===== src/cache_pkg.sv =====
package cache_pkg;

	// ----------------------------------------
	// default geometry
	// ----------------------------------------
	parameter int ADDR_W         = 16;     // word address width
	parameter int LINE_COUNT     = 8;      // lines in the cache
	parameter int WORDS_PER_LINE = 4;      // words per block

	parameter int DATA_W         = 32;     // one data word

	// ----------------------------------------
	// controller states
	// ----------------------------------------
	typedef enum logic [2:0] {
		ST_NORMAL       = 3'b000,      // lookup
		ST_WAIT_READY   = 3'b001,      // hold fill until old writeback req is out
		ST_WAIT_VICTIM  = 3'b010,      // victim line known, check dirty
		ST_WRITE_BUFFER = 3'b011,      // dirty words out to write buffer
		ST_READ_BUFFER  = 3'b100       // fill words in from read buffer
	} state_e;

endpackage


===== src/cache_ifs.sv =====
// controller <-> tag store
interface cam_if #(
	parameter int ADDR_W         = cache_pkg::ADDR_W,
	parameter int LINE_COUNT     = cache_pkg::LINE_COUNT,
	parameter int WORDS_PER_LINE = cache_pkg::WORDS_PER_LINE
);
	localparam int IDX_W = $clog2(LINE_COUNT);
	localparam int TAG_W = ADDR_W - $clog2(WORDS_PER_LINE);

	logic [TAG_W-1:0] lookup_tag;   // block address of the request
	logic             wr_en;        // install lookup_tag at wr_line
	logic [IDX_W-1:0] wr_line;
	logic             dirty_set;    // marks hit_line
	logic             dirty_clr;    // clears victim_line
	logic [IDX_W-1:0] victim_line;

	logic             hit;
	logic [IDX_W-1:0] hit_line;
	logic             victim_dirty;
	logic [TAG_W-1:0] victim_tag;

	modport ctrl (
		output lookup_tag, wr_en, wr_line, dirty_set, dirty_clr, victim_line,
		input  hit, hit_line, victim_dirty, victim_tag
	);

	modport cam (
		input  lookup_tag, wr_en, wr_line, dirty_set, dirty_clr, victim_line,
		output hit, hit_line, victim_dirty, victim_tag
	);
endinterface

// controller <-> block transfer sequencer
interface xfer_if #(
	parameter int ADDR_W         = cache_pkg::ADDR_W,
	parameter int WORDS_PER_LINE = cache_pkg::WORDS_PER_LINE
);
	localparam int OFF_W = $clog2(WORDS_PER_LINE);
	localparam int TAG_W = ADDR_W - OFF_W;

	logic             fill_start;   // one cycle pulse
	logic             wb_start;     // one cycle pulse
	logic [TAG_W-1:0] block_addr;   // block to fetch
	logic [TAG_W-1:0] wb_addr;      // block being evicted

	logic [OFF_W-1:0] word_idx;
	logic             last_word;
	logic             fill_busy;
	logic             wb_pending;   // write block request not yet issued

	modport ctrl (
		output fill_start, wb_start, block_addr, wb_addr,
		input  word_idx, last_word, fill_busy, wb_pending
	);

	modport xfer (
		input  fill_start, wb_start, block_addr, wb_addr,
		output word_idx, last_word, fill_busy, wb_pending
	);
endinterface


===== src/block_xfer.sv =====
module block_xfer #(
	parameter int  ADDR_W         = cache_pkg::ADDR_W,
	parameter int  WORDS_PER_LINE = cache_pkg::WORDS_PER_LINE,
	localparam int OFF_W          = $clog2(WORDS_PER_LINE),
	localparam int TAG_W          = ADDR_W - OFF_W
)(
	input  logic              clock_i,
	input  logic              resetn_i,
	xfer_if.xfer              xfer,

	input  logic              buffer_read_ready_i,
	input  logic              buffer_write_ready_i,
	input  logic              mem_ready_i,
	output logic              buffer_read_ack_o,
	output logic              buffer_write_ack_o,

	// memory command
	output logic              mem_req_o,
	output logic              mem_req_block_o,
	output logic              mem_rw_o,           // 1 = block write
	output logic [ADDR_W-1:0] mem_addr_o
);

	logic [OFF_W-1:0] word_q;
	logic             fill_busy_q;    // fill started, words still to come
	logic             fill_req_q;     // fill request not yet taken
	logic             wb_busy_q;      // words still to send
	logic             wb_pending_q;   // write block request not yet taken
	logic [TAG_W-1:0] wb_addr_q;

	logic rd_ack;
	logic wr_ack;
	logic fill_go;
	logic wb_go;

	// writeback words drain before fill words are taken
	assign rd_ack  = fill_busy_q && !wb_busy_q && buffer_read_ready_i;
	assign wr_ack  = wb_busy_q && buffer_write_ready_i;

	// an outstanding write request goes before the next fill
	assign wb_go   = wb_pending_q && mem_ready_i;
	assign fill_go = fill_req_q && !wb_pending_q && mem_ready_i;

	assign buffer_read_ack_o  = rd_ack;
	assign buffer_write_ack_o = wr_ack;

	assign mem_req_o       = fill_go | wb_go;
	assign mem_req_block_o = mem_req_o;           // always whole blocks
	assign mem_rw_o        = wb_go;
	assign mem_addr_o      = {wb_go ? wb_addr_q : xfer.block_addr, {OFF_W{1'b0}}};

	assign xfer.word_idx   = word_q;
	assign xfer.last_word  = (word_q == OFF_W'(WORDS_PER_LINE - 1));
	assign xfer.fill_busy  = fill_busy_q;
	assign xfer.wb_pending = wb_pending_q;

	// victim tag is overwritten by the fill, so keep a copy
	always_ff @(posedge clock_i) begin
		if (xfer.wb_start)
			wb_addr_q <= xfer.wb_addr;
	end

	always_ff @(posedge clock_i) begin
		if (!resetn_i) begin
			word_q       <= '0;
			fill_busy_q  <= 1'b0;
			fill_req_q   <= 1'b0;
			wb_busy_q    <= 1'b0;
			wb_pending_q <= 1'b0;
		end else begin
			if (rd_ack || wr_ack)
				word_q <= xfer.last_word ? '0 : word_q + 1'b1;

			if (xfer.fill_start) begin
				fill_busy_q <= 1'b1;
				fill_req_q  <= 1'b1;
			end else begin
				if (fill_go)
					fill_req_q <= 1'b0;
				if (rd_ack && xfer.last_word)
					fill_busy_q <= 1'b0;
			end

			if (xfer.wb_start)
				wb_busy_q <= 1'b1;
			else if (wr_ack && xfer.last_word)
				wb_busy_q <= 1'b0;

			// request may go once the first word sits in the buffer
			if (wr_ack && word_q == '0)
				wb_pending_q <= 1'b1;
			else if (wb_go)
				wb_pending_q <= 1'b0;
		end
	end

	a_req_ready: assert property (@(posedge clock_i) disable iff (!resetn_i)
		mem_req_o |-> mem_ready_i);

endmodule


===== src/cache_ctrl.sv =====
module cache_ctrl #(
	parameter int  ADDR_W         = cache_pkg::ADDR_W,
	parameter int  LINE_COUNT     = cache_pkg::LINE_COUNT,
	parameter int  WORDS_PER_LINE = cache_pkg::WORDS_PER_LINE,
	localparam int IDX_W          = $clog2(LINE_COUNT),
	localparam int OFF_W          = $clog2(WORDS_PER_LINE),
	localparam int TAG_W          = ADDR_W - OFF_W
)(
	input  logic                          clock_i,
	input  logic                          resetn_i,

	// core
	input  logic                          core_req_i,
	input  logic                          core_rw_i,      // 1 = write
	input  logic [ADDR_W-1:0]             core_addr_i,
	input  logic [cache_pkg::DATA_W-1:0]  core_data_i,
	output logic                          core_done_o,
	output logic                          core_hit_o,
	output logic [cache_pkg::DATA_W-1:0]  core_data_o,

	// performance pulses
	output logic                          flag_hit_o,
	output logic                          flag_miss_o,
	output logic                          flag_writeback_o,

	// buffer status, acks come from block_xfer
	input  logic                          buffer_read_ready_i,
	input  logic                          buffer_write_ready_i,
	input  logic [cache_pkg::DATA_W-1:0]  buffer_data_i,

	cam_if.ctrl                           cam,
	xfer_if.ctrl                          xfer,

	// line data memory
	output logic [IDX_W+OFF_W-1:0]        ls_addr_o,
	output logic                          ls_we_o,
	output logic [cache_pkg::DATA_W-1:0]  ls_wdata_o,
	input  logic [cache_pkg::DATA_W-1:0]  ls_rdata_i
);

	cache_pkg::state_e state_q;

	logic [IDX_W-1:0]             rp_q;         // round-robin victim
	logic                         req_q;        // miss in flight, replay pending
	logic                         rw_q;         // op of the missed request
	logic [cache_pkg::DATA_W-1:0] core_data_q;  // read word held between dones

	logic [TAG_W-1:0] core_tag;
	logic [OFF_W-1:0] core_word;
	logic             req_active;
	logic             rw_now;
	logic [OFF_W-1:0] next_word;

	assign core_tag   = core_addr_i[ADDR_W-1:OFF_W];
	assign core_word  = core_addr_i[OFF_W-1:0];
	assign req_active = core_req_i | req_q;
	assign rw_now     = req_q ? rw_q : core_rw_i;

	// no request pending reads as a hit so the core never sees a stall
	assign core_hit_o  = req_active ? cam.hit : 1'b1;
	assign core_data_o = core_done_o ? ls_rdata_i : core_data_q;

	// ----------------------------------------
	// tag store and transfer control
	// ----------------------------------------
	assign cam.lookup_tag  = core_tag;
	assign cam.victim_line = rp_q;
	assign cam.wr_line     = rp_q;
	assign cam.wr_en       = (state_q == cache_pkg::ST_READ_BUFFER) &&
	                         buffer_read_ready_i && xfer.last_word;
	assign cam.dirty_set   = (state_q == cache_pkg::ST_NORMAL) && req_active &&
	                         cam.hit && rw_now;
	assign cam.dirty_clr   = (state_q == cache_pkg::ST_WRITE_BUFFER) &&
	                         buffer_write_ready_i && xfer.last_word;

	assign xfer.fill_start = (state_q == cache_pkg::ST_WAIT_READY) && !xfer.wb_pending;
	assign xfer.wb_start   = (state_q == cache_pkg::ST_WAIT_VICTIM) && cam.victim_dirty;
	assign xfer.block_addr = core_tag;         // core holds its address until done
	assign xfer.wb_addr    = cam.victim_tag;

	// sync read memory, so writeback presents the word one cycle ahead
	always_comb begin
		if (!buffer_write_ready_i)
			next_word = xfer.word_idx;
		else if (xfer.last_word)
			next_word = '0;
		else
			next_word = xfer.word_idx + 1'b1;
	end

	always_comb begin
		ls_addr_o  = {cam.hit_line, core_word};
		ls_we_o    = 1'b0;
		ls_wdata_o = core_data_i;
		case (state_q)
			cache_pkg::ST_NORMAL: begin
				ls_we_o = req_active && cam.hit && rw_now;
			end
			cache_pkg::ST_WAIT_VICTIM: begin
				ls_addr_o = {rp_q, {OFF_W{1'b0}}};   // prefetch word 0
			end
			cache_pkg::ST_WRITE_BUFFER: begin
				ls_addr_o = {rp_q, next_word};
			end
			cache_pkg::ST_READ_BUFFER: begin
				ls_addr_o  = {rp_q, xfer.word_idx};
				ls_we_o    = buffer_read_ready_i;
				ls_wdata_o = buffer_data_i;
			end
			default: begin
				ls_we_o = 1'b0;
			end
		endcase
	end

	// ----------------------------------------
	// state machine
	// ----------------------------------------
	always_ff @(posedge clock_i) begin
		if (!resetn_i) begin
			state_q          <= cache_pkg::ST_NORMAL;
			rp_q             <= IDX_W'(LINE_COUNT - 1);   // first miss rolls to line 0
			req_q            <= 1'b0;
			rw_q             <= 1'b0;
			core_done_o      <= 1'b0;
			flag_hit_o       <= 1'b0;
			flag_miss_o      <= 1'b0;
			flag_writeback_o <= 1'b0;
		end else begin
			core_done_o      <= 1'b0;
			flag_hit_o       <= 1'b0;
			flag_miss_o      <= 1'b0;
			flag_writeback_o <= 1'b0;

			case (state_q)
				cache_pkg::ST_NORMAL: begin
					if (req_active) begin
						if (cam.hit) begin                // new hit or replay
							core_done_o <= 1'b1;
							flag_hit_o  <= 1'b1;
							req_q       <= 1'b0;
						end else begin
							flag_miss_o <= 1'b1;
							req_q       <= 1'b1;
							rw_q        <= core_rw_i;
							rp_q        <= (rp_q == IDX_W'(LINE_COUNT - 1)) ? '0 : rp_q + 1'b1;
							state_q     <= cache_pkg::ST_WAIT_READY;
						end
					end
				end

				cache_pkg::ST_WAIT_READY: begin
					if (!xfer.wb_pending)
						state_q <= cache_pkg::ST_WAIT_VICTIM;
				end

				cache_pkg::ST_WAIT_VICTIM: begin
					if (cam.victim_dirty) begin
						flag_writeback_o <= 1'b1;
						state_q          <= cache_pkg::ST_WRITE_BUFFER;
					end else begin
						state_q <= cache_pkg::ST_READ_BUFFER;
					end
				end

				cache_pkg::ST_WRITE_BUFFER: begin
					if (buffer_write_ready_i && xfer.last_word)
						state_q <= cache_pkg::ST_READ_BUFFER;
				end

				cache_pkg::ST_READ_BUFFER: begin
					if (buffer_read_ready_i && xfer.last_word)
						state_q <= cache_pkg::ST_NORMAL;   // replay as a hit
				end

				default: state_q <= cache_pkg::ST_NORMAL;
			endcase
		end
	end

	always_ff @(posedge clock_i) begin
		if (core_done_o)
			core_data_q <= ls_rdata_i;
	end

	// a line under eviction or fill must never answer the lookup
	a_hit_not_victim: assert property (@(posedge clock_i) disable iff (!resetn_i)
		(state_q != cache_pkg::ST_NORMAL && cam.hit) |-> (cam.hit_line != rp_q));

	a_fill_start_idle: assert property (@(posedge clock_i) disable iff (!resetn_i)
		xfer.fill_start |-> !xfer.fill_busy);

endmodule


===== src/cache_top.sv =====
module cache_top #(
	parameter int  ADDR_W         = cache_pkg::ADDR_W,
	parameter int  LINE_COUNT     = cache_pkg::LINE_COUNT,
	parameter int  WORDS_PER_LINE = cache_pkg::WORDS_PER_LINE,
	localparam int LS_AW          = $clog2(LINE_COUNT) + $clog2(WORDS_PER_LINE)
)(
	input  logic                         clock_i,
	input  logic                         resetn_i,

	// core
	input  logic                         core_req_i,
	input  logic                         core_rw_i,
	input  logic [ADDR_W-1:0]            core_addr_i,
	input  logic [cache_pkg::DATA_W-1:0] core_data_i,
	output logic                         core_done_o,
	output logic                         core_hit_o,
	output logic [cache_pkg::DATA_W-1:0] core_data_o,

	// read buffer, mem -> cache
	input  logic                         buffer_read_ready_i,
	input  logic [cache_pkg::DATA_W-1:0] buffer_data_i,
	output logic                         buffer_read_ack_o,

	// write buffer, cache -> mem
	input  logic                         buffer_write_ready_i,
	output logic                         buffer_write_ack_o,
	output logic [cache_pkg::DATA_W-1:0] buffer_data_o,

	// memory command
	input  logic                         mem_ready_i,
	output logic                         mem_req_o,
	output logic                         mem_req_block_o,
	output logic                         mem_rw_o,
	output logic [ADDR_W-1:0]            mem_addr_o,

	// performance
	output logic                         flag_hit_o,
	output logic                         flag_miss_o,
	output logic                         flag_writeback_o
);

	logic [LS_AW-1:0]             ls_addr;
	logic                         ls_we;
	logic [cache_pkg::DATA_W-1:0] ls_wdata;
	logic [cache_pkg::DATA_W-1:0] ls_rdata;

	cam_if #(
		.ADDR_W         (ADDR_W),
		.LINE_COUNT     (LINE_COUNT),
		.WORDS_PER_LINE (WORDS_PER_LINE)
	) cam_bus ();

	xfer_if #(
		.ADDR_W         (ADDR_W),
		.WORDS_PER_LINE (WORDS_PER_LINE)
	) xfer_bus ();

	assign buffer_data_o = ls_rdata;   // writeback words straight from line memory

	// ----------------------------------------
	// instances
	// ----------------------------------------
	cache_ctrl #(
		.ADDR_W         (ADDR_W),
		.LINE_COUNT     (LINE_COUNT),
		.WORDS_PER_LINE (WORDS_PER_LINE)
	) u_ctrl (
		.clock_i              (clock_i),
		.resetn_i             (resetn_i),
		.core_req_i           (core_req_i),
		.core_rw_i            (core_rw_i),
		.core_addr_i          (core_addr_i),
		.core_data_i          (core_data_i),
		.core_done_o          (core_done_o),
		.core_hit_o           (core_hit_o),
		.core_data_o          (core_data_o),
		.flag_hit_o           (flag_hit_o),
		.flag_miss_o          (flag_miss_o),
		.flag_writeback_o     (flag_writeback_o),
		.buffer_read_ready_i  (buffer_read_ready_i),
		.buffer_write_ready_i (buffer_write_ready_i),
		.buffer_data_i        (buffer_data_i),
		.cam                  (cam_bus.ctrl),
		.xfer                 (xfer_bus.ctrl),
		.ls_addr_o            (ls_addr),
		.ls_we_o              (ls_we),
		.ls_wdata_o           (ls_wdata),
		.ls_rdata_i           (ls_rdata)
	);

	tag_cam #(
		.ADDR_W         (ADDR_W),
		.LINE_COUNT     (LINE_COUNT),
		.WORDS_PER_LINE (WORDS_PER_LINE)
	) u_cam (
		.clock_i  (clock_i),
		.resetn_i (resetn_i),
		.cam      (cam_bus.cam)
	);

	line_store #(
		.LINE_COUNT     (LINE_COUNT),
		.WORDS_PER_LINE (WORDS_PER_LINE)
	) u_lines (
		.clock_i (clock_i),
		.addr_i  (ls_addr),
		.we_i    (ls_we),
		.wdata_i (ls_wdata),
		.rdata_o (ls_rdata)
	);

	block_xfer #(
		.ADDR_W         (ADDR_W),
		.WORDS_PER_LINE (WORDS_PER_LINE)
	) u_xfer (
		.clock_i              (clock_i),
		.resetn_i             (resetn_i),
		.xfer                 (xfer_bus.xfer),
		.buffer_read_ready_i  (buffer_read_ready_i),
		.buffer_write_ready_i (buffer_write_ready_i),
		.mem_ready_i          (mem_ready_i),
		.buffer_read_ack_o    (buffer_read_ack_o),
		.buffer_write_ack_o   (buffer_write_ack_o),
		.mem_req_o            (mem_req_o),
		.mem_req_block_o      (mem_req_block_o),
		.mem_rw_o             (mem_rw_o),
		.mem_addr_o           (mem_addr_o)
	);

endmodule


===== src/line_store.sv =====
module line_store #(
	parameter int  LINE_COUNT     = cache_pkg::LINE_COUNT,
	parameter int  WORDS_PER_LINE = cache_pkg::WORDS_PER_LINE,
	localparam int AW             = $clog2(LINE_COUNT) + $clog2(WORDS_PER_LINE)
)(
	input  logic                         clock_i,
	input  logic [AW-1:0]                addr_i,    // {line, word}
	input  logic                         we_i,
	input  logic [cache_pkg::DATA_W-1:0] wdata_i,
	output logic [cache_pkg::DATA_W-1:0] rdata_o
);

	logic [cache_pkg::DATA_W-1:0] mem [LINE_COUNT * WORDS_PER_LINE];

	// read-first, data one cycle after the address
	always_ff @(posedge clock_i) begin
		rdata_o <= mem[addr_i];
		if (we_i)
			mem[addr_i] <= wdata_i;
	end

endmodule


===== src/tag_cam.sv =====
module tag_cam #(
	parameter int  ADDR_W         = cache_pkg::ADDR_W,
	parameter int  LINE_COUNT     = cache_pkg::LINE_COUNT,
	parameter int  WORDS_PER_LINE = cache_pkg::WORDS_PER_LINE,
	localparam int IDX_W          = $clog2(LINE_COUNT),
	localparam int TAG_W          = ADDR_W - $clog2(WORDS_PER_LINE)
)(
	input  logic clock_i,
	input  logic resetn_i,
	cam_if.cam   cam
);

	logic [TAG_W-1:0]      tag_q [LINE_COUNT];
	logic [LINE_COUNT-1:0] valid_q;
	logic [LINE_COUNT-1:0] dirty_q;
	logic [LINE_COUNT-1:0] match;

	// ----------------------------------------
	// associative lookup
	// ----------------------------------------
	always_comb begin
		cam.hit_line = '0;
		for (int i = 0; i < LINE_COUNT; i++) begin
			match[i] = valid_q[i] && (tag_q[i] == cam.lookup_tag);
			if (match[i])
				cam.hit_line = IDX_W'(i);
		end
	end

	assign cam.hit          = |match;
	assign cam.victim_tag   = tag_q[cam.victim_line];
	assign cam.victim_dirty = dirty_q[cam.victim_line];   // invalid lines stay clean

	// tag payload
	always_ff @(posedge clock_i) begin
		if (cam.wr_en)
			tag_q[cam.wr_line] <= cam.lookup_tag;
	end

	always_ff @(posedge clock_i) begin
		if (!resetn_i) begin
			valid_q <= '0;
			dirty_q <= '0;
		end else begin
			if (cam.wr_en) begin
				valid_q[cam.wr_line] <= 1'b1;
				dirty_q[cam.wr_line] <= 1'b0;   // fresh block from memory
			end
			if (cam.dirty_set)
				dirty_q[cam.hit_line] <= 1'b1;
			if (cam.dirty_clr)
				dirty_q[cam.victim_line] <= 1'b0;
		end
	end

	a_one_match: assert property (@(posedge clock_i) disable iff (!resetn_i)
		$onehot0(match));

endmodule


===== config.mk =====
export PLATFORM = sky130hd
export DESIGN_NAME = cache_top
export DESIGN_NICKNAME = d
export VERILOG_FILES = /design/src/cache_pkg.sv /design/src/cache_ifs.sv /design/src/block_xfer.sv /design/src/cache_ctrl.sv /design/src/cache_top.sv /design/src/line_store.sv /design/src/tag_cam.sv
export SDC_FILE = /design/constraint.sdc
export NUM_CORES = 1
export LEC_CHECK = 0
export ABC_AREA = 1
export BUFFER_PORTS_ARGS = -buffer_cell sky130_fd_sc_hd__buf_2
export CAP_MARGIN = 10
export CELL_PAD_IN_SITES_DETAIL_PLACEMENT = 0
export CELL_PAD_IN_SITES_GLOBAL_PLACEMENT = 2
export CORE_MARGIN = 3
export CORE_UTILIZATION = 45
export CTS_BUF_LIST = sky130_fd_sc_hd__clkbuf_2
export CTS_CLUSTER_DIAMETER = 100
export DETAILED_ROUTE_END_ITERATION = 16
export GPL_TIMING_DRIVEN = 0
export PLACE_DENSITY = 0.95
export SYNTH_ARGS = -nofsm -noshare
export SYNTH_HDL_FRONTEND = slang
export SYNTH_HIERARCHICAL = 1
export SYNTH_SLANG_ARGS = --single-unit

===== constraint.sdc =====
create_clock -name clock_i -period 9.5 [get_ports clock_i]
set_input_delay 0.475 -clock clock_i [delete_from_list [all_inputs] [get_ports clock_i]]
set_output_delay 0.475 -clock clock_i [all_outputs]
set_load 0.1 [all_outputs]

## Word-level counts from Yosys, hierarchy flattened

Memory sizes are Yosys's and may differ from the RTL's. A register that Yosys moved wholly into a read port is not among the register bits.
Cells that the tools add are included.

| operators by class | value |
|---|---|
| add/sub/neg operators | 2 |
| magnitude comparators | 4 |
| multiplexer cells | 50 |
| reduce and logical (&&, ||, !) cells | 47 |
| bitwise gates (word level) | 8 |
| equal/unequal tests | 19 |

Operator list:

| operator | count |
|---|---|
| $eq A14 B14 Y1 | 8 |
| $mux W32 | 2 |
| $mux W8 | 5 |
| $mux W3 | 11 |
| $logic_and A1 B1 Y1 | 32 |
| $mux W1 | 21 |
| $and A8 B8 Y8 | 2 |
| $or A8 B8 Y8 | 2 |
| $pmux W3 S5 | 1 |
| $pmux W5 S3 | 1 |
| $mux W14 | 1 |
| $lt A3 B4 Y1 const B | 2 |
| $mux W2 | 4 |
| $ne A2 B2 Y1 const B | 4 |
| $not A8 Y8 | 1 |
| $reduce_bool A2 Y1 | 4 |
| $reduce_or A8 Y1 | 1 |
| $demux W1 S3 | 2 |
| $eq A3 B2 Y1 const B | 2 |
| $eq A3 B3 Y1 const B | 2 |
| $ge A3 B1 Y1 const B | 2 |
| $reduce_and A3 Y1 | 2 |
| $reduce_and A5 Y1 | 1 |
| $reduce_and A2 Y1 | 2 |
| other kinds (13) | 15 |

| storage, ports and cells | value |
|---|---|
| bits of input ports | 87 |
| memories kept | 2 |
| memory bits (writable) | 1136 |
| word-level logic and storage cells | 147 |
| output and inout port bits | 90 |
| flip-flop bits (word level) | 65 |

Memories:

| memory | depth | width | rd ports | clocked after Yosys merged registers in | write ports | line | text |
|---|---|---|---|---|---|---|---|
| u_lines.mem | 32 | 32 | 1 | 1 | 1 | line_store.sv:13 | `logic [cache_pkg::DATA_W-1:0] mem [LINE_COUNT * WORDS_PER_LINE];` |
| u_cam.tag_q | 8 | 14 | 9 | 1 | 1 | tag_cam.sv:13 | `logic [TAG_W-1:0] tag_q [LINE_COUNT];` |

## Depth between registers and ports, before layout

An unclocked memory read counts as a cell.

| logic depth | value |
|---|---|
| depth in word-level cells | 19 |
| mapped depth | 23 |
| depth with buffers taken out | 20 |

## Cells and area by module

The synthesis kept the hierarchy.

By module, submodules not included:

| module | area each (µm²) | cells an instance | instances | seq. area each (µm²) |
|---|---|---|---|---|
| line_store | 42919.9 | 4091 | 1 | 31390.1 |
| tag_cam | 7598.5 | 967 | 1 | 3683.5 |
| cache_ctrl | 2463.6 | 322 | 1 | 860.8 |
| block_xfer | 918.4 | 104 | 1 | 540.5 |

## Least setup slack after synthesis

OpenSTA, ideal clock, no wires.

| path | value |
|---|---|
| path type | input-to-reg |
| start | in core_addr_i[4] |
| end | mem u_lines/mem[0][0] (netlist bit) (enable) |
| setup slack | 5.008 ns |
| required time | 9.079 ns |
| buffers on the path | 4 |
| setup time | 0.421 ns |
| arrival | 4.071 ns |
| stages on the path | 19 |
| cells stage by stage | buf_4 > buf_6 > inv_2 > buf_6 > nand2_1 > nand2_1 > nor3b_1 > nand4_1 > nor4_1 > nand2_1 > nand2_1 > inv_1 > nand2_1 > nand2_1 > mux2_4 > nor3_1 > buf_2 > inv_1 > nor2_1 |

| between the ends | value |
|---|---|
| elaborated cells between the ends (all ways) | 30 |
| those cells by class | 8 x eq/ne; 11 x mux; 11 x reduce/logical |

RTL lines:

| element | line | text |
|---|---|---|
| start, declared | cache_top.sv:13 | `input logic [ADDR_W-1:0] core_addr_i,` |
| $eq A14 B14 Y1 | tag_cam.sv:24 | `match[i] = valid_q[i] && (tag_q[i] == cam.lookup_tag);` |
| $logic_and A1 B1 Y1 | tag_cam.sv:24 |  |
| $mux W2 (2 in a row) | tag_cam.sv:25 | `if (match[i])` |
| $mux W3 (3 in a row) | tag_cam.sv:25 |  |
| $mux W3 * | tag_cam.sv:25 |  |
| via cam_bus.hit_line[1] | cache_ifs.sv:18 | `logic [IDX_W-1:0] hit_line;` |
| $pmux W5 S3 * | cache_ctrl.sv:95 | `case (state_q)` |
| via ls_addr[3] | cache_top.sv:42 | `logic [LS_AW-1:0] ls_addr;` |
| end, declared | line_store.sv:13 |  |

The timed path passes the listed nets; every way through them passes the cells marked *.

==> results.txt <==
status: complete, no violations
Layout Area Growth over Synthesis: 16.3%
Final ANT Viol Nets: 0
I/O pin cnt: 177
share of cells above drive strength 1: 15.7%
commonest non-fill, non-tap cell in the layout: nand2_1
Num CTS Buffers: 338
chip height: 352 µm
CTS clk-pin slew, worst paths: 0.10 ns
slew margin rel.: 12.9%
Worst Path Class, Setup: flop to flop
Pleak: 0.0272 µW
pwr dens: 242 nW/µm²
mapped cell area: 53,900 µm²
most frequent cells in the layout: 3,198 x nand2_1, 1,150 x edfxtp_1, 488 x clkbuf_2
CTS tree: yes
detailed placement HPWL: 117,000 µm
total grt overflow: 0
Final Hold Viols: 0
vias in the first global route: 39,000
WP data required: 10.75 ns
H-tree levels: 5
DRT Pass-1 Iters: 6
Starting Density: 45.5%
post-synth cell types: 51
fin crit period: 5.67 ns
YS warnings: 6
vias per inst: 5.18
Max-Cap Viols: 0
Highest Clock Rate: 176 MHz
Max IR drop VDD: 0.000233 V
RSZ-0062 raised after global routing: no
CTS root buf: clkbuf_2
number of placement rows: 126
critical path arrival: 6.91 ns
clock sinks: 1,247
cell mode on critical path: nand2_1
Synth async-reset ratio: 0%
Worst path top cell family by delay: simple AND/OR/NAND/NOR gates
Mapped Avg Cell Area: 9.83 µm²
Hold Crit Class: input port to flop
gr usage total: 27.7%
final layout net count: 6,282
Fin Clk Skew: 0.165 ns
final wirelength: 176,000 µm
crit path max fanout: 18
drt drc: 0
Synth Instances: 5,484
Slowest Stage Delay on Critical Path: 0.90 ns
core area: 118,000 µm²
Max clock buf depth: 4
gpl congestion: 0.964
pin count of the biggest net entering global routing: 33
Post-synth EDFFs: 1,150
DIE AREA: 124,000 µm²
Port Buffers: 160
die width: 352 µm
setup repair bufs after CTS: 0
worst path bufs/invs: 3
Finished Core Util: 52.9%
first-pass GRT wire length: 253,000 µm
total power: 15,100 µW
crit-path cells: nand2_1 -> nand2_1 -> nor2_1 -> nand3_1 -> nor3_1 -> nand2_1 -> nand2_1 -> nand2_1 -> nand2_1 -> nand2_1 -> nand2_1 -> nand2_1 -> mux2_4 -> nor3_2 -> clkbuf_1 -> inv_1 -> nor2_4 -> buf_12
Worst-Margin Slew: 1.31 ns
post-synthesis register bit count: 1,247
Layout fillers: 10,800
Critical Path Slowest Stage Cell: clkbuf_1
Top FF cell, synth: edfxtp_1
Max Slew Vio Count: 0
Final Cycle Share: 59.6%
violation count after the first detailed-routing iteration: 4,320
TNS Setup: 0 ns
Vias: 41,500
startpoint types: flop
Routed wire per std cell: 22.0 µm
Clk Latency, worst-skew pair: 1.65 ns
initial antenna violation count: 4
Final setup viols: 0
sequential share of the synthesized area: 67.7%
CP endpoint kind: flop
per-layer routing:
layer | global-route usage, % | vias up | share of wire, %
met3 | 5.41 | 374 | 9.3
met2 | 44.0 | 2061 | 46
met4 | 10.4 | 0 | 3.6
met5 | 0 | - | 0
met1 | 37.9 | 19700 | 41
li1 | - | 19400 | -
cell families after synthesis:
kind of cell,synth area share [%]
AOI/OAI and AO/OA,1.82
xor gates and xnor gates,0.390
adders and majority gates,0.0929
buffers and inverters,3.81
DFF,67.7
muxes,0.771
other,0.00696
and+or+nand+nor,25.4
through the flow:
step           worst slack [ns]  instance area [µm²]  std cells  hold WS, ns
4_1_cts                    3.90                61900       7942   0.00000711
6_report                   3.83                62700       8002       0.0733
3_3_place_gp              0.944                56700       7245        0.435
2_1_floorplan              5.01                53900       5485        0.434
3_5_place_dp               3.22                58100       7296        0.457
5_1_grt                    3.82                62700       8002     -0.00958
registers in the layout, summed over array words and instances, names as in the netlist:
| name | cells |
|---|---|
| u_ctrl/req_q | 1 |
| u_ctrl/cam.victim_line | 3 |
| u_ctrl/flag_hit_o | 1 |
| u_ctrl/rw_q | 1 |
| u_cam/tag_q | 112 |
| u_xfer/xfer.word_idx | 2 |
| u_cam/valid_q | 8 |
| u_ctrl/state_q | 3 |
| u_xfer/xfer.wb_pending | 1 |
| u_xfer/wb_busy_q | 1 |
| u_ctrl/flag_miss_o | 1 |
| u_ctrl/flag_writeback_o | 1 |
| u_xfer/wb_addr_q | 14 |
| u_lines/mem | 1024 |
| u_xfer/fill_req_q | 1 |
| u_ctrl/core_data_q | 32 |
| u_cam/dirty_q | 8 |
| u_xfer/xfer.fill_busy | 1 |
| u_lines/rdata_o | 32 |
worst min-delay path, stage by stage:
cell,delay [ns]
dlygate4sd3_1,0.53
buf_2,0.10
nand2_1,0.05
nand2_1,0.33
cells in the mapped netlist (13+ instances only):
cell type,number,area [µm²]
o2111ai_1,16,140
buf_4,56,420
inv_2,18,67.6
clkbuf_1,129,484
edfxtp_1,1150,34500
dfxtp_1,97,1940
nand4_1,28,175
nand2_1,3201,12000
xnor2_1,14,123
nand3_1,41,205
inv_1,140,526
o21ai_0,57,285
nor2_1,239,897
a21oi_1,21,105
buf_1,13,48.8
o211ai_1,30,225
buf_2,84,420
mux2_2,30,338
report_power, final:
group | internal (µW) | total [µW] | switching, µW
combinational | 1210 | 5060 | 3850
clock | 1450 | 3620 | 2160
sequential | 6390 | 6470 | 72.7
final timing paths:
kind,depth (start not counted),startpoint,to,slack [ns]
max,18,u_cam/tag_q[2][12],u_lines/mem[8][11],3.83
min,4,buffer_data_i[13],u_lines/mem[6][13],0.07
max reg2reg,18,u_cam/tag_q[2][12],u_lines/mem[8][11],3.83
min reg2reg,1,u_lines/rdata_o[21],u_ctrl/core_data_q[21],0.47
timing repair:
item / 4_1_cts / 5_1_grt
hold buffers: 100 / 40
resized for setup: 0 / 0
endpoints found under the hold margin: 775 / 480
area by class of cell:
cell class	count	area [µm²]	share of cell area, %
multi-input combinational	3788	15600	25.0
antenna	5	12.5	0.0200
sequential	1247	36500	58.2
buffer	288	1440	2.30
inverter	162	611	0.974
clock inverter	58	332	0.529
tap	1600	2000	3.19
clock buffer	488	2440	3.90
timing repair buffer	366	3720	5.94
Power figures use the tool's default switching activity.
